===== config.mk =====
export PLATFORM = sky130hd
export DESIGN_NAME = wb_stage_flat
export DESIGN_NICKNAME = d
export VERILOG_FILES = /design/src/common/rv_core_pkg.sv /design/src/common/wb_if.sv /design/src/verilog/wb_stage.sv /design/src/flat_wrapper.sv
export SDC_FILE = /design/constraint.sdc
export NUM_CORES = 2
export LEC_CHECK = 0
export BUFFER_PORTS_ARGS = -buffer_cell sky130_fd_sc_hd__buf_2
export CAP_MARGIN = 20
export CORE_ASPECT_RATIO = 1.75
export CORE_MARGIN = 4
export CORE_UTILIZATION = 54
export DETAILED_ROUTE_END_ITERATION = 10
export PLACE_DENSITY = 0.67
export SLEW_MARGIN = 30
export SYNTH_ARGS = -nofsm -noshare
export SYNTH_HDL_FRONTEND = slang
export SYNTH_SLANG_ARGS = --single-unit

===== constraint.sdc =====
create_clock -name clk -period 2.45 [get_ports clk]
set_clock_uncertainty 0.1 [all_clocks]
set_input_delay 0.3675 -clock clk [delete_from_list [all_inputs] [get_ports clk]]
set_output_delay 0.3675 -clock clk [all_outputs]
set_load 0.05 [all_outputs]

===== src/common/rv_core_pkg.sv =====
package rv_core_pkg;

    // datapath and register file widths
    localparam int xlen       = 64;
    localparam int instr_w    = 32;
    localparam int reg_addr_w = 5;
    localparam int reg_count  = 2 ** reg_addr_w;

    // decoded operations, op_nop covers anything unsupported
    typedef enum logic [3:0] {
        op_nop,
        op_addi,
        op_add,
        op_sub,
        op_addw,
        op_lui,
        op_ld,
        op_lw,
        op_lwu,
        op_lh,
        op_sd,
        op_ebreak
    } op_e;

    // write-back width handling
    typedef enum logic [1:0] {
        ext_full,    // ld, alu ops
        ext_sext_w,  // lw, addw
        ext_zext_w,  // lwu
        ext_sext_h   // lh
    } ext_e;

    // issue register contents, decode to execute
    typedef struct packed {
        logic                  valid;
        logic [xlen-1:0]       pc;
        op_e                   op;
        logic [reg_addr_w-1:0] rd;
        logic [xlen-1:0]       a;
        logic [xlen-1:0]       b;           // rs2 or immediate
        logic [xlen-1:0]       store_data;
        logic                  wen;
    } ex_req_t;

    // execute result, execute to memory
    typedef struct packed {
        logic                  valid;
        logic [xlen-1:0]       pc;
        op_e                   op;
        logic [reg_addr_w-1:0] rd;
        logic                  wen;
        logic [xlen-1:0]       res;         // alu result or address
        logic [xlen-1:0]       store_data;
    } mem_req_t;

endpackage


===== src/common/wb_if.sv =====
interface wb_if;

    logic                                valid;
    logic [rv_core_pkg::xlen-1:0]        pc;
    logic [rv_core_pkg::reg_addr_w-1:0]  rd;
    logic                                wen;
    logic [rv_core_pkg::xlen-1:0]        alu_res;
    logic [rv_core_pkg::xlen-1:0]        load_data;   // already shifted down to bit 0
    logic                                is_load;
    rv_core_pkg::ext_e                   ext;
    logic                                is_ebreak;

    // memory stage side
    modport src (
        output valid, pc, rd, wen, alu_res, load_data, is_load, ext, is_ebreak
    );

    // write-back side
    modport dst (
        input valid, pc, rd, wen, alu_res, load_data, is_load, ext, is_ebreak
    );

endinterface


===== src/verilog/wb_stage.sv =====
module wb_stage (
    input  logic                                clk,
    input  logic                                rst_n,
    wb_if.dst                                   wb,
    input  logic [rv_core_pkg::reg_addr_w-1:0]  rs1_addr,
    input  logic [rv_core_pkg::reg_addr_w-1:0]  rs2_addr,
    output logic [rv_core_pkg::xlen-1:0]        rs1_data,
    output logic [rv_core_pkg::xlen-1:0]        rs2_data,
    output logic                                release_valid,
    output logic [rv_core_pkg::reg_addr_w-1:0]  release_rd,
    output logic                                retire_valid,
    output logic [rv_core_pkg::xlen-1:0]        retire_pc,
    output logic                                retire_wen,
    output logic [rv_core_pkg::reg_addr_w-1:0]  retire_rd,
    output logic [rv_core_pkg::xlen-1:0]        retire_data,
    output logic                                halted
);

    logic [rv_core_pkg::xlen-1:0] regs [rv_core_pkg::reg_count];
    logic [rv_core_pkg::xlen-1:0] sel_data;
    logic [rv_core_pkg::xlen-1:0] wdata;
    logic                         wr_en;

    // load result or alu result
    assign sel_data = wb.is_load ? wb.load_data : wb.alu_res;

    always_comb begin
        case (wb.ext)
            rv_core_pkg::ext_sext_w: wdata = {{32{sel_data[31]}}, sel_data[31:0]};
            rv_core_pkg::ext_zext_w: wdata = {32'b0, sel_data[31:0]};
            rv_core_pkg::ext_sext_h: wdata = {{48{sel_data[15]}}, sel_data[15:0]};
            default:                 wdata = sel_data;
        endcase
    end

    assign wr_en = wb.valid && wb.wen && (wb.rd != '0);  // x0 stays zero

    always_ff @(posedge clk or negedge rst_n) begin
        if (!rst_n) begin
            for (int i = 0; i < rv_core_pkg::reg_count; i++) begin
                regs[i] <= '0;
            end
        end else if (wr_en) begin
            regs[wb.rd] <= wdata;
        end
    end

    // decode reads the current state
    assign rs1_data = regs[rs1_addr];
    assign rs2_data = regs[rs2_addr];

    always_ff @(posedge clk or negedge rst_n) begin
        if (!rst_n) begin
            retire_valid  <= 1'b0;
            release_valid <= 1'b0;
            halted        <= 1'b0;
        end else begin
            retire_valid  <= wb.valid;
            retire_pc     <= wb.pc;      // delayed pc copy
            retire_wen    <= wr_en;
            retire_rd     <= wb.rd;
            retire_data   <= wdata;
            release_valid <= wr_en;      // frees the scoreboard bit
            release_rd    <= wb.rd;
            if (wb.valid && wb.is_ebreak) halted <= 1'b1;  // sticky until reset
        end
    end

endmodule


===== src/flat_wrapper.sv =====
// flat-port wrapper written by rule: the top's interface ports become plain ports
module wb_stage_flat 
  (clk, rst_n, rs1_addr, rs2_addr, rs1_data, rs2_data, release_valid, release_rd, retire_valid, retire_pc, retire_wen, retire_rd, retire_data, halted, wb_valid, wb_pc, wb_rd, wb_wen, wb_alu_res, wb_load_data, wb_is_load, wb_ext, wb_is_ebreak);
  wb_if wb_i ();
  input  logic clk;
  input  logic rst_n;
  input  logic [rv_core_pkg::reg_addr_w-1:0] rs1_addr;
  input  logic [rv_core_pkg::reg_addr_w-1:0] rs2_addr;
  output logic [rv_core_pkg::xlen-1:0] rs1_data;
  output logic [rv_core_pkg::xlen-1:0] rs2_data;
  output logic release_valid;
  output logic [rv_core_pkg::reg_addr_w-1:0] release_rd;
  output logic retire_valid;
  output logic [rv_core_pkg::xlen-1:0] retire_pc;
  output logic retire_wen;
  output logic [rv_core_pkg::reg_addr_w-1:0] retire_rd;
  output logic [rv_core_pkg::xlen-1:0] retire_data;
  output logic halted;
  input wire logic [$bits(wb_i.valid)-1:0] wb_valid;
  input wire logic [$bits(wb_i.pc)-1:0] wb_pc;
  input wire logic [$bits(wb_i.rd)-1:0] wb_rd;
  input wire logic [$bits(wb_i.wen)-1:0] wb_wen;
  input wire logic [$bits(wb_i.alu_res)-1:0] wb_alu_res;
  input wire logic [$bits(wb_i.load_data)-1:0] wb_load_data;
  input wire logic [$bits(wb_i.is_load)-1:0] wb_is_load;
  input wire logic [$bits(wb_i.ext)-1:0] wb_ext;
  input wire logic [$bits(wb_i.is_ebreak)-1:0] wb_is_ebreak;
  assign wb_i.valid = wb_valid;
  assign wb_i.pc = wb_pc;
  assign wb_i.rd = wb_rd;
  assign wb_i.wen = wb_wen;
  assign wb_i.alu_res = wb_alu_res;
  assign wb_i.load_data = wb_load_data;
  assign wb_i.is_load = wb_is_load;
  assign wb_i.ext = wb_ext;
  assign wb_i.is_ebreak = wb_is_ebreak;
  wb_stage u_core (.clk(clk), .rst_n(rst_n), .wb(wb_i), .rs1_addr(rs1_addr), .rs2_addr(rs2_addr), .rs1_data(rs1_data), .rs2_data(rs2_data), .release_valid(release_valid), .release_rd(release_rd), .retire_valid(retire_valid), .retire_pc(retire_pc), .retire_wen(retire_wen), .retire_rd(retire_rd), .retire_data(retire_data), .halted(halted));
endmodule

After elaboration in Yosys (flattened, before gate mapping)
Cells that the tools add are included.

storage, ports and cells
  bits in registers = 2185
  latch bits = 0
  memory bits (writable) = 0
  memory bits (read-only) = 0
  word-level logic and storage cells = 65
  memories = 0

operators by class
  $add $sub $neg = 0
  multipliers = 0
  divide/modulo/power cells = 0
  order comparisons = 4
  equal/unequal tests = 3
  shift operators = 0
  muxes and demuxes = 11
  bitwise operators = 3
  reductions and logical operators = 5

operators by type and width
  cell                number
  $bwmux 2048         1
  $bmux 64 s5         2
  $mux 64             6
  $demux 64 s5        1
  $pmux 64 s3         1
  $ge 6x6->1 const B  3
  $not 5->6           3
  $lt 6x1->1 const B  1
  $reduce_bool 5->1   1
  $eq 2x2->1 const B  2
  $logic_and 1x1->1   4
  $eq 2x1->1 const B  1

Logic depth before layout (Yosys ltp)
  word-level depth = 6
  depth in mapped cells = 9
  mapped depth without buffers = 6

Worst setup path after synthesis
OpenSTA, ideal clock, no wires.

  path kind = input to output
  start point = input port rs1_addr[0] (netlist name)
  end point = output port rs1_data[49] (netlist name)
  arrival time = 3006 ps
  data required time = 1982 ps
  slack = -1023 ps
  cell stages on the path = 8
  path buffers = 4
  path through = buf_2 -> buf_6 -> buf_6 -> buf_6 -> nor2_1 -> a22oi_1 -> a311oi_1 -> nor4b_1

on the way
  cells in the longest elaborated chain, start to end = 4

RTL lines
  element                                      line               RTL
  start, declared                              flat_wrapper.sv:7  input logic [rv_core_pkg::reg_addr_w-1:0] rs1_addr;
  $not 5->6 (implied by the code)              wb_stage.sv:49     assign rs1_data = regs[rs1_addr];
  $bmux 64 s5                                  wb_stage.sv:49
  $mux 64 (implied by the code) (2 in series)  wb_stage.sv:49
  end, declared                                flat_wrapper.sv:9  output logic [rv_core_pkg::xlen-1:0] rs1_data;

Every way passes these cells. The select of a mux whose other input is x is not followed.

Final worst setup path
  start point = register u_core.regs[1192] (netlist name)
  end point = output port rs2_data[40] (netlist name)

on the way
  cells in the longest elaborated chain, start to end = 3

RTL lines
  element                                      line                RTL
  start, declared                              wb_stage.sv:19      logic [rv_core_pkg::xlen-1:0] regs [rv_core_pkg::reg_count];
  start signal, assigned by index              wb_stage.sv:44      regs[wb.rd] <= wdata;
  $bmux 64 s5                                  wb_stage.sv:50      assign rs2_data = regs[rs2_addr];
  $mux 64 (implied by the code) (2 in series)  wb_stage.sv:50
  end, declared                                flat_wrapper.sv:10  output logic [rv_core_pkg::xlen-1:0] rs2_data;

Every way passes these cells. The select of a mux whose other input is x is not followed.

==> results.txt <==
Die X: 345 µm
Placer Congestion: 0.960
critical path startpoint category: register
outcome: finished with violations
yosys warns: 0
clk_lat worst skew: 0.87 ns
RSZ-0062 raised after global routing: true
placed cell count: 12,500
ys flop type: dfrtp_1
Layout Cells excl Fill: 13,100
io pins: 485
CORE AREA: 0.198 mm²
die area: 0.207 mm²
Netlist cell types: 51
Syn Std Cell Area: 0.108 mm²
origin of the critical flop-to-flop path: u_core.regs[1548]
first-pass GRT wire length: 604 mm
Pwr per Cell Area: 797 mW/mm²
Min-Delay Path Class: input pin to register
Slew Viols, Final: 0
Fmax achieved: 318 MHz
clock-pin slew on the worst setup and hold paths: 0.07 ns
critical path required time: 1.98 ns
WHS: -0.0152 ns
Max Cap Viol: 0
Final setup viols: 128
cell row count: 216
DIE HEIGHT: 599 µm
cell accounting for the most synthesized area: dfrtp_1
largest net degree at the start of global routing: 157
Initial Utilization: 0.543
Syn Inst Count: 9,330
violated checks: hold timing, setup timing
relative slew slack: 0.264
switching part of the total power: 0.311
NetSw: 34.2 mW
Sink Count: 2,185
Worst Hold Path Cells: 4
grt ovf: 0
DR vias: 88,700
r2r endpoint: u_core.regs[1548]
WL/cell: 31.5 µm
Clock power frac: 0.307
vias in the first global route: 91,500
average size of a mapped cell: 11.5 µm²
dominant cells by area after synthesis: dfrtp_1 (48%), mux4_2 (20%), a21oi_1 (7.8%), nor2_1 (5.9%), edfxtp_1 (3.7%)
Register-to-Register Path Depth: 5
Starting DRT DRC Count: 10,600
layout overhead on the synthesized area: 28.0%
TritonCTS clock tree: done
Min-Delay Startpoint: wb_alu_res[53]
Final Hold Fails: 1
Internal Power: 75.6 mW
initial antenna violation count: 7
sequential area share after synthesis: 0.514
layout cell share with drive strength beyond 1: 0.349
port bufs: 484
CP max FO: 2
Post-route DRC: 0
CTS Root Cell: clkbuf_16
critical path capture point type: output port
syn nets: 9,545
EDFF count, synth: 134
path type of the worst setup path: register to output port
Final Cycle Share: 1.28
Yosys reg bits: 2,185
Max IR drop VDD: 0.654 mV
Commonest cells post-synth: dfrtp_1 (2,051), nor2_1 (1,688), a21oi_1 (1,677), mux4_2 (961), buf_2 (483)
hold path endpoint: u_core.retire_data[53]
fin nets: 10,500
CTS max path bufs: 4
Placement Setup Slack: -0.702 ns
post-route setup slack: -0.698 ns
TritonCTS Buffers: 203
htree depth: 4
most common cell in the netlist: dfrtp_1
Post-DRT Antenna Nets: 0
final wirelength: 412 mm
DR pass1 iterations: 6
Yosys top cell area share: 0.477
Comb pwr share: 0.255
crit path time final: 3.15 ns
Slew @ Worst Pin: 1.10 ns
GRT Total Usage: 0.395
Worst Path Arrival: 2.68 ns
Synth async-reset ratio: 0.939
P_leak: 59.1 nW
Detail Placement HPWL: 275 mm
via/cell ratio: 6.78
r2r setup slk: 1.33 ns
Reg power frac: 0.439
-- registers in the layout, summed over array words and instances, names as in the netlist --
signal and flops:
u_core.retire_valid 1, u_core.release_rd 5, u_core.retire_wen 1, u_core.halted 1, u_core.retire_data 64, u_core.regs 2048, u_core.release_valid 1, u_core.retire_pc 64
-- per-layer routing --
layer | track usage | vias up | part of all wire
met1 | 0.472 | 44500 | 0.33
li1 | - | 36100 | -
met2 | 0.620 | 6240 | 0.47
met5 | 0 | - | 0.000053
met3 | 0.0943 | 1841 | 0.11
met4 | 0.311 | 4 | 0.094
-- logic make-up (layout without fill, tap and decap cells) --
logic type	Yosys count	after routing	share of synthesized area
AND/OR/NAND/NOR	2290	2290	0.0846
flip-flops	2185	2185	0.514
multiplexers	1156	1156	0.220
AO/OA/AOI/OAI	2577	2577	0.131
other	0	3	0
buffers and inverters	1122	2249	0.0501
-- placed cells by master (no fill, tap or decap), types with 25 or more instances in the layout --
cell              n
nor2_1         1672
clkinv_2         38
a22oi_1          41
o22ai_2         245
clkbuf_16       207
buf_8            34
clkbuf_1         29
o22ai_1          53
buf_2           348
a21oi_1        1672
o22ai_4          97
dlygate4sd3_1   148
buf_12          479
edfxtp_1        134
nor4_4           57
dfrtp_1        2051
nand2_1         350
o221a_4          32
bufinv_16        25
mux2_2           32
clkbuf_8         30
nor3_2           37
o221a_2          26
mux4_2          961
a21oi_2          26
mux2i_1         146
nand3_1          27
buf_6            87
inv_1            65
o21ai_1         205
o21ai_0         115
buf_4           714
-- per-stage QoR --
stage | cell area (µm²) | utilization | TNS, ns | total power [mW]
floorplan | 109000 | - | -0.210 | 63.4
detailed placement | 124000 | 0.626 | -47.57 | 72.9
global route | 138000 | 0.695 | -53.84 | 114
CTS | 136000 | 0.687 | -255.33 | 108
finish | 138000 | 0.695 | -49.60 | 110
global placement | 124000 | 0.626 | -44.26 | 71.6
-- area by class of cell --
type                            instances  area [µm²]
Multi-Input combinational cell       6023       52100
Clock inverter                        102        1230
Antenna cell                            3        7.51
Inverter                               66         248
Tap cell                             2616        3270
Fill cell                           13400       60400
Sequential cell                      2185       55300
Timing Repair Buffer                 1817       19800
Clock buffer                          264        5660
-- power groups by stage --
stage          registers [mW]  logic, mW  clock network, mW
6_report                 48.1       27.9               33.7
5_1_grt                  48.6       29.8               35.2
4_1_cts                  47.7       26.9               33.8
3_5_place_dp             48.4       24.5                  0
3_3_place_gp             47.8       23.8                  0
2_1_floorplan            47.2       16.1                  0
-- how the worst max path moves through the flow --
stage / slack, ns / depth (start not counted) / from / to
CTS: -0.73 / 6 / u_core.regs[702] / rs1_data[62]
global route: -0.80 / 5 / u_core.regs[1918] / rs1_data[62]
finish: -0.70 / 5 / u_core.regs[1192] / rs2_data[40]
detailed placement: -0.70 / 9 / rs2_addr[0] / rs2_data[51]
global placement: -0.74 / 9 / rs2_addr[0] / rs2_data[51]
floorplan: -0.04 / 7 / rs1_addr[0] / rs1_data[39]
-- critical path, stage by stage, from the launching register on --
cell	delay [ns]
dfrtp_1	0.40
mux4_2	0.49
a22o_1	0.23
a221oi_2	0.19
nand3_2	0.25
buf_12	0.23
-- timing repair --
action | CTS | global route
cloned | 0 | 1
pin swaps | 155 | 104
hold endpoints to repair | 1429 | 7
buffers inserted | 99 | 76
resized for setup | 666 | 156
hold buffers | 145 | 4
endpoints found under the setup margin | 128 | 1628
Power figures use the tool's default switching activity.
