`src/common/rv_core_pkg.sv`:
```
package rv_core_pkg;

    // datapath and register file widths
    localparam int xlen       = 64;
    localparam int instr_w    = 32;
    localparam int reg_addr_w = 5;
    localparam int reg_count  = 2 ** reg_addr_w;

    // decoded operations, op_nop covers anything unsupported
    typedef enum logic [3:0] {
        op_nop,
        op_addi,
        op_add,
        op_sub,
        op_addw,
        op_lui,
        op_ld,
        op_lw,
        op_lwu,
        op_lh,
        op_sd,
        op_ebreak
    } op_e;

    // write-back width handling
    typedef enum logic [1:0] {
        ext_full,    // ld, alu ops
        ext_sext_w,  // lw, addw
        ext_zext_w,  // lwu
        ext_sext_h   // lh
    } ext_e;

    // issue register contents, decode to execute
    typedef struct packed {
        logic                  valid;
        logic [xlen-1:0]       pc;
        op_e                   op;
        logic [reg_addr_w-1:0] rd;
        logic [xlen-1:0]       a;
        logic [xlen-1:0]       b;           // rs2 or immediate
        logic [xlen-1:0]       store_data;
        logic                  wen;
    } ex_req_t;

    // execute result, execute to memory
    typedef struct packed {
        logic                  valid;
        logic [xlen-1:0]       pc;
        op_e                   op;
        logic [reg_addr_w-1:0] rd;
        logic                  wen;
        logic [xlen-1:0]       res;         // alu result or address
        logic [xlen-1:0]       store_data;
    } mem_req_t;

endpackage

```
`src/verilog/id_stage.sv`:
```
module id_stage #(
    parameter int iq_depth = 4
) (
    input  logic                                clk,
    input  logic                                rst_n,
    input  logic                                instr_valid,
    input  logic [rv_core_pkg::instr_w-1:0]     instr_data,
    input  logic [rv_core_pkg::xlen-1:0]        instr_pc,
    output logic                                instr_credit,
    output logic [rv_core_pkg::reg_addr_w-1:0]  rs1_addr,
    output logic [rv_core_pkg::reg_addr_w-1:0]  rs2_addr,
    input  logic [rv_core_pkg::xlen-1:0]        rs1_data,
    input  logic [rv_core_pkg::xlen-1:0]        rs2_data,
    input  logic                                release_valid,
    input  logic [rv_core_pkg::reg_addr_w-1:0]  release_rd,
    input  logic                                halted,
    output rv_core_pkg::ex_req_t                ex_req
);

    localparam int ptr_w = (iq_depth > 1) ? $clog2(iq_depth) : 1;
    localparam int cnt_w = $clog2(iq_depth + 1);

    logic [rv_core_pkg::instr_w-1:0]    iq_instr [iq_depth];
    logic [rv_core_pkg::xlen-1:0]       iq_pc [iq_depth];
    logic [ptr_w-1:0]                   wr_ptr;
    logic [ptr_w-1:0]                   rd_ptr;
    logic [cnt_w-1:0]                   iq_count;
    logic                               push;
    logic                               pop;
    logic                               stopped;   // ebreak already issued

    logic [rv_core_pkg::instr_w-1:0]    head;
    rv_core_pkg::op_e                   op;
    logic [rv_core_pkg::reg_addr_w-1:0] rd;
    logic                               uses_rs1;
    logic                               uses_rs2;
    logic                               wen;
    logic [rv_core_pkg::xlen-1:0]       imm;

    logic [rv_core_pkg::reg_count-1:0]  busy;
    logic [rv_core_pkg::reg_count-1:0]  pending;   // busy less this cycle's release
    logic [rv_core_pkg::reg_count-1:0]  set_mask;
    logic                               hazard;

    assign head     = iq_instr[rd_ptr];
    assign rd       = head[11:7];
    assign rs1_addr = head[19:15];
    assign rs2_addr = head[24:20];

    // decoder
    always_comb begin
        op       = rv_core_pkg::op_nop;
        uses_rs1 = 1'b0;
        uses_rs2 = 1'b0;
        wen      = 1'b0;
        imm      = {{(rv_core_pkg::xlen - 12){head[31]}}, head[31:20]};  // i-type
        case (head[6:0])
            7'b0010011: if (head[14:12] == 3'b000) begin
                op       = rv_core_pkg::op_addi;
                uses_rs1 = 1'b1;
                wen      = 1'b1;
            end
            7'b0110011: if (head[14:12] == 3'b000) begin
                if (head[31:25] == 7'b0000000) op = rv_core_pkg::op_add;
                if (head[31:25] == 7'b0100000) op = rv_core_pkg::op_sub;
                uses_rs1 = (op != rv_core_pkg::op_nop);
                uses_rs2 = (op != rv_core_pkg::op_nop);
                wen      = (op != rv_core_pkg::op_nop);
            end
            7'b0111011: if (head[14:12] == 3'b000 && head[31:25] == 7'b0000000) begin
                op       = rv_core_pkg::op_addw;
                uses_rs1 = 1'b1;
                uses_rs2 = 1'b1;
                wen      = 1'b1;
            end
            7'b0110111: begin
                op  = rv_core_pkg::op_lui;
                wen = 1'b1;
                imm = {{(rv_core_pkg::xlen - 20){head[31]}}, head[31:12]};  // shifted in ex
            end
            7'b0000011: begin
                case (head[14:12])
                    3'b011:  op = rv_core_pkg::op_ld;
                    3'b010:  op = rv_core_pkg::op_lw;
                    3'b110:  op = rv_core_pkg::op_lwu;
                    3'b001:  op = rv_core_pkg::op_lh;
                    default: op = rv_core_pkg::op_nop;
                endcase
                uses_rs1 = (op != rv_core_pkg::op_nop);
                wen      = (op != rv_core_pkg::op_nop);
            end
            7'b0100011: if (head[14:12] == 3'b011) begin
                op       = rv_core_pkg::op_sd;
                uses_rs1 = 1'b1;
                uses_rs2 = 1'b1;
                imm      = {{(rv_core_pkg::xlen - 12){head[31]}}, head[31:25], head[11:7]};
            end
            7'b1110011: if (head == 32'h0010_0073) op = rv_core_pkg::op_ebreak;
            default: ;
        endcase
    end

    // scoreboard, a release this cycle already frees the register
    assign pending  = busy & ~(release_valid ? (rv_core_pkg::reg_count'(1) << release_rd) : '0);
    assign hazard   = (uses_rs1 && pending[rs1_addr]) ||
                      (uses_rs2 && pending[rs2_addr]) ||
                      (wen && pending[rd]);
    assign pop      = (iq_count != '0) && !hazard && !halted && !stopped;
    assign set_mask = (pop && wen && rd != '0) ? (rv_core_pkg::reg_count'(1) << rd) : '0;
    assign push     = instr_valid && (iq_count != cnt_w'(iq_depth));  // no credit, dropped

    always_ff @(posedge clk) begin
        if (push) begin
            iq_instr[wr_ptr] <= instr_data;
            iq_pc[wr_ptr]    <= instr_pc;
        end
    end

    always_ff @(posedge clk or negedge rst_n) begin
        if (!rst_n) begin
            wr_ptr       <= '0;
            rd_ptr       <= '0;
            iq_count     <= '0;
            instr_credit <= 1'b0;
            busy         <= '0;
            stopped      <= 1'b0;
        end else begin
            if (push) wr_ptr <= (wr_ptr == ptr_w'(iq_depth - 1)) ? '0 : wr_ptr + 1'b1;
            if (pop) rd_ptr <= (rd_ptr == ptr_w'(iq_depth - 1)) ? '0 : rd_ptr + 1'b1;
            iq_count     <= iq_count + cnt_w'(push) - cnt_w'(pop);
            instr_credit <= pop;           // one credit per entry leaving
            busy         <= pending | set_mask;
            if (pop && op == rv_core_pkg::op_ebreak) stopped <= 1'b1;
        end
    end

    // issue register
    always_ff @(posedge clk or negedge rst_n) begin
        if (!rst_n) begin
            ex_req.valid <= 1'b0;
        end else begin
            ex_req.valid      <= pop;
            ex_req.pc         <= iq_pc[rd_ptr];
            ex_req.op         <= op;
            ex_req.rd         <= rd;
            ex_req.a          <= rs1_data;
            ex_req.b          <= (uses_rs2 && op != rv_core_pkg::op_sd) ? rs2_data : imm;
            ex_req.store_data <= rs2_data;
            ex_req.wen        <= wen;
        end
    end

endmodule

```
`config.mk`:
```
export PLATFORM = sky130hd
export DESIGN_NAME = id_stage
export DESIGN_NICKNAME = d
export VERILOG_FILES = /design/src/common/rv_core_pkg.sv /design/src/verilog/id_stage.sv
export SDC_FILE = /design/constraint.sdc
export NUM_CORES = 1
export LEC_CHECK = 0
export BUFFER_PORTS_ARGS = -buffer_cell sky130_fd_sc_hd__buf_2
export CAP_MARGIN = 20
export CORE_MARGIN = 10
export CORE_UTILIZATION = 50
export CTS_CLUSTER_DIAMETER = 200
export DETAILED_ROUTE_END_ITERATION = 16
export PLACE_DENSITY = 0.75
export SETUP_SLACK_MARGIN = 0.15
export SYNTH_ARGS = -nofsm -noshare
export SYNTH_HDL_FRONTEND = slang
export SYNTH_SLANG_ARGS = --single-unit
```
`constraint.sdc`:
```
create_clock -name clk -period 9.05 [get_ports clk]
set_clock_uncertainty 0.05 [all_clocks]
set_input_delay 0.905 -clock clk [delete_from_list [all_inputs] [get_ports clk]]
set_output_delay 0.905 -clock clk [all_outputs]
set_load 0.1 [all_outputs]
```
# Word-level counts from Yosys, hierarchy flattened
# Memory sizes are Yosys's and may differ from the RTL's. A register that Yosys moved wholly into a read port is not among the register bits.
# Cells that the tools add are included.
# word_totals
ff_bits	243
ram_bits	384
in_bits	234
wordCells	101
mem_count	2
# memory_table
memory	words	word_bits	read_ports	rd_clocked_by_memory_dff	wr	line	text
iq_pc	4	64	1	1	1	id_stage.sv:24	logic [rv_core_pkg::xlen-1:0] iq_pc [iq_depth];
iq_instr	4	32	1	0	1	id_stage.sv:23	logic [rv_core_pkg::instr_w-1:0] iq_instr [iq_depth];
# classes
n_addsub	4
magnitude_cmp	3
eq_ne	18
shift	2
n_mux	34
bitwise	3
n_reduce_logical	23
# op_table
operator	n
$mux 32	2
$mux 64	1
$shl 1x5->32 const A	2
$pmux 19 s2	1
$eq 7x6->1 const B	5
$and 32x32->32	1
$eq 32x21->1 const B	1
$not 32->32	1
$or 32x32->32	1
$mux 4	7
$pmux 4 s7	1
$lt 5x6->1 const B	3
$pmux 4 s4	1
$bmux 1 s5	3
$logic_and 1x1->1	12
$mux 1	10
$pmux 1 s5	2
$reduce_bool 4->1	2
$eq 7x2->1 const B	1
$eq 7x5->1 const B	1
$eq 7x7->1 const B	1
$logic_not 7->1	1
$eq 3x2->1 const B	2
$mux 2	3
17 further kinds	22

# Logic depth before layout (Yosys ltp)
# An unclocked memory read counts as a cell.
# logic_depth
word_depth	20
ltp_mapped	19
ltp_nobuf	16

# Least setup slack after synthesis
# No wires, ideal clock.
# synth_path
path_kind	input to register
from	in instr_valid
to	mem iq_instr[0][0] (netlist bit) (enable)
t_arrival_ns	3.616
required_time_ns	8.534
slack_ns	4.918
path_stages	2
n_path_buf	0
cell_sequence	a21boi_1 -> and2_1
# synth_via
elab_chain_len	3
# synth_lines
item	line	text
from (decl)	id_stage.sv:6	input logic instr_valid,
$logic_and 1x1->1	id_stage.sv:110	assign push = instr_valid && (iq_count != cnt_w'(iq_depth));
$mux 1	id_stage.sv:113	if (push) begin
$mux 1 (implied by the code)	id_stage.sv:114	iq_instr[wr_ptr] <= instr_data;
to (decl)	id_stage.sv:23	
# Every way passes these cells.

# Worst setup path after layout
# layout_path
from	reg rd_ptr[0]
to	reg iq_count[2]
# layout_via
elab_chain_len	17
elab_cells_between_ends	46
# layout_lines
item	line	text
from (decl)	id_stage.sv:26	logic [ptr_w-1:0] rd_ptr;
from (signal assigned)	id_stage.sv:129	if (pop) rd_ptr <= (rd_ptr == ptr_w'(iq_depth - 1)) ? '0 : rd_ptr + 1'b1;
$mem_v2 4x32 *	-	
$logic_not 7->1	id_stage.sv:64, id_stage.sv:70	
$mux 2	id_stage.sv:64	if (head[31:25] == 7'b0000000) op = rv_core_pkg::op_add;
$mux 4	id_stage.sv:65	if (head[31:25] == 7'b0100000) op = rv_core_pkg::op_sub;
$mux 4	id_stage.sv:63	7'b0110011: if (head[14:12] == 3'b000) begin
$mux 4	id_stage.sv:57	case (head[6:0])
$reduce_bool 4->1	id_stage.sv:66, id_stage.sv:67, id_stage.sv:68	
$mux 1	id_stage.sv:63	
$pmux 1 s5 / $pmux 1 s3 (equally long branches)	id_stage.sv:57	
$logic_and 1x1->1 (on tied branches)	id_stage.sv:105, id_stage.sv:106	
$logic_or 1x1->1	id_stage.sv:105	assign hazard = (uses_rs1 && pending[rs1_addr]) ||
$logic_or 1x1->1 *	id_stage.sv:106	(uses_rs2 && pending[rs2_addr]) ||
$logic_not 1->1 *	id_stage.sv:108	assign pop = (iq_count != '0) && !hazard && !halted && !stopped;
$logic_and 1x1->1 * (3 in a row)	id_stage.sv:108	
via pop	id_stage.sv:29	logic pop;
$sub 3x1->3 *	id_stage.sv:130	iq_count <= iq_count + cnt_w'(push) - cnt_w'(pop);
to (signal assigned)	id_stage.sv:130	
to (decl)	id_stage.sv:27	logic [cnt_w-1:0] iq_count;
# The timed path passes the listed nets; every way through them passes the cells marked *. The select of a mux whose other input is x is not followed.
# A chain may end at the register's enable or synchronous reset.

==> flow_summary.toml <==
[timing]
hold_viol_final = 0
setup_violations = 0
worst_slew_pin_slew_ns = 1.13
tns_ns = 0
fin_crit_ns = 5.58
post-route-period-util_pct = 61.7
rsz0062_at_grt = "false"
hold_slack_ns = 0.325
finalMaxSlewViolations = 0
timing.slew.headroom_pct = 24.2
max_freq_ghz = 0.179

[grt]
grt_pass1_vias = 15539
antenna_found_initial = 30
grt_usage_pct = 22.8
gr-total-overflow = 0
grt_pass1_wl_um = 106000
grt_max_degree = 161

[setup_path]
cp-end-kind = "flip-flop"
path_class = "reg2reg"
cp.arrival_ns = 6.05
worstSetupStartpointType = "flip-flop"
critPathMaxFanout = 36
path_common_cell = "xnor2_1"
cp.buffers_inverters = 2
slowest_delay_ns = 0.98
critPathSlowestCell = "mux4_2"
crit_chain = "buf_4 -> mux4_2 -> mux2i_1 -> a21oi_1 -> a211oi_1 -> a311oi_1 -> a211oi_2 -> o22ai_2 -> nor2_4 -> xor2_1 -> ha_1 -> inv_1 -> fa_1 -> xnor2_1 -> xnor2_1"
critPathTopFamily = "multiplexers"
worstPathRequired_ns = 9.52

[logic_synthesis]
ys_ff_latch = 691
synthArstFlopShare_pct = 5.93
syn_area_per_cell_sq_um = 19.5
synthSimpleGateAreaFrac_pct = 3.68
synthesis.area_sq_um = 26800
syn_nets = 1619
synth_top_family_by_area = "multiplexers"
synth_xor_area_share_pct = 0.256
synthCells = 1378
ys.warnings.count = 0
ys.flop_type = "edfxtp_1"
ys_seq_area_share_pct = 76.6
synth-compound-area-share_pct = 5.74
yosys.area.top_type_share_pct = 72.7
synth_area_leaders = "edfxtp_1 73%, mux4_2 8.4%, dfrtp_1 3.8%"
ys_types = 80
synth_top_cell_by_area = "edfxtp_1"
synthMuxAreaShare_pct = 11.4
synth_edf_count = 650
synthAdderAreaFrac_pct = 0.354

[clocking]
cts_hold_buffers = 0
cts_buffers = 72
clockRootBuffer = "clkbuf_16"
cts.sinks = 691
htreeDepth = 3
cts.repair.resized = 0
clock_latency_ns = 0.60
cts_tree = "done"
clkTransAtPathRegs_ns = 0.06
post-cts-setup-buffer-count = 0
clk_path_buf_depth = 3

[placement]
place.gp.congestion = 0.915
port_buffers = 511
dp_hpwl_um = 51400

[route]
wl_per_cell_um = 27.8
drc = 0
drt.antenna.violating_nets = 0
dr.pass1.iters = 5
route.met3.wl_um = 7260
vias = 15203
wl_met1_um = 28700
via_per_inst = 5.74
met2_length_um = 35700
drt_iter0_drc = 1231
postRouteWirelength_um = 73500
top_layer_used = "met5"

[finish]
final_layout_size_suffix_gt1_share_pct = 39.6
fin_util_pct = 61.1
layout_commonest_cell = "edfxtp_1"
final_net_count = 2130
most-common-layout-cells = "650 x edfxtp_1, 511 x buf_2, 100 x mux4_2, 76 x clkbuf_16, 64 x mux2i_1"
synthToLayoutAreaGrowth_pct = 20.4

[floorplan]
row_count = 84
die_area_sq_um = 63300
dieHeight_um = 252
dieWidth_um = 252
core-area_sq_um = 52900
top_level_ports = 512
initial_core_util_pct = 50.8

[min_path]
hp-class = "in2async"

[power]
power_per_cell_area_nw_per_um2 = 379
power.total_mw = 12.3
peakVddDrop_mv = 0.266
p_leak_nw = 12.0

[flow_run]
maxCapViolCount = 0

[run_status]
status = "completed"
## stage by stage
step | setup WS (ns) | cell area, sq um | std cells
after floorplan | 4.92 | 26800 | 1378
after global placement | 3.49 | 29900 | 2502
after detailed placement | 3.45 | 29900 | 2502
after CTS | 3.40 | 32300 | 2634
after global routing | 3.03 | 32300 | 2638
final | 3.47 | 32300 | 2647
## cells in the mapped netlist (9+ instances only)
| master | n |
|---|---|
| mux4_2 | 100 |
| a211oi_1 | 13 |
| buf_6 | 9 |
| a21oi_1 | 20 |
| o21ai_1 | 33 |
| o21ai_0 | 45 |
| inv_1 | 15 |
| nor2_1 | 28 |
| dfrtp_1 | 41 |
| mux2_2 | 12 |
| a21o_1 | 46 |
| nand2b_1 | 12 |
| nand2_1 | 49 |
| nor3_1 | 16 |
| edfxtp_1 | 650 |
| clkbuf_1 | 35 |
| buf_4 | 17 |
| buf_1 | 9 |
| mux2i_1 | 64 |
| buf_2 | 16 |
## worst reg2reg max path: cells and delay by family (launching register included)
kind	cells	cell delay [ns]
flops	1	0.76
compound gates	5	1.05
fa+ha+maj	2	0.56
simple gates	1	0.24
buf+inv	2	0.74
xor+xnor	3	0.48
mux	2	1.61
## routing by layer
metal	vias up	track usage [%]
li1	6629	-
met1	7770	28.9
met2	665	36.7
met3	117	7.89
met4	22	6.82
met5	-	0
## state kept, by name, indices dropped and copies added (netlist names)
register  flops
iq_instr    128
rd_ptr        2
busy         32
ex_req      267
iq_count      3
wr_ptr        2
iq_pc       256
stopped       1
## layout make-up
class,instances,area [sq um]
tap,688,861
clock buffer,88,1960
inverter,16,62.6
multi-input combinational,585,5770
sequential,691,20600
timing repair buffer,523,2670
antenna,12,30.0
fill,3839,20500
clock inverter,44,417
## path summary, 6_finish.rpt
kind                                start     endpoint  slack (ns)  cells after the start
min in group clk                  stopped      stopped        0.42                      1
worst max register to register  rd_ptr[0]  iq_count[2]        3.47                     15
worst max-delay path            rd_ptr[0]  iq_count[2]        3.47                     15
worst min-delay path                rst_n  iq_count[1]        0.32                      1
worst min register to register    stopped      stopped        0.42                      1
max in group asynchronous           rst_n     busy[19]        7.48                      2
## power breakdown
part           internal [mW]  switching [mW]
clock network           1.74            1.19
registers               4.31           0.277
logic                   1.10            3.64
## logic make-up after synthesis
kind of cell	Yosys count
flip-flops	691
multiplexers	178
AND/OR/NAND/NOR	172
XOR/XNOR	7
adder cells (fa/ha/maj)	7
buffers and inverters	102
AO/OA/AOI/OAI	221
No activity file was read; power rests on OpenSTA's default activity.
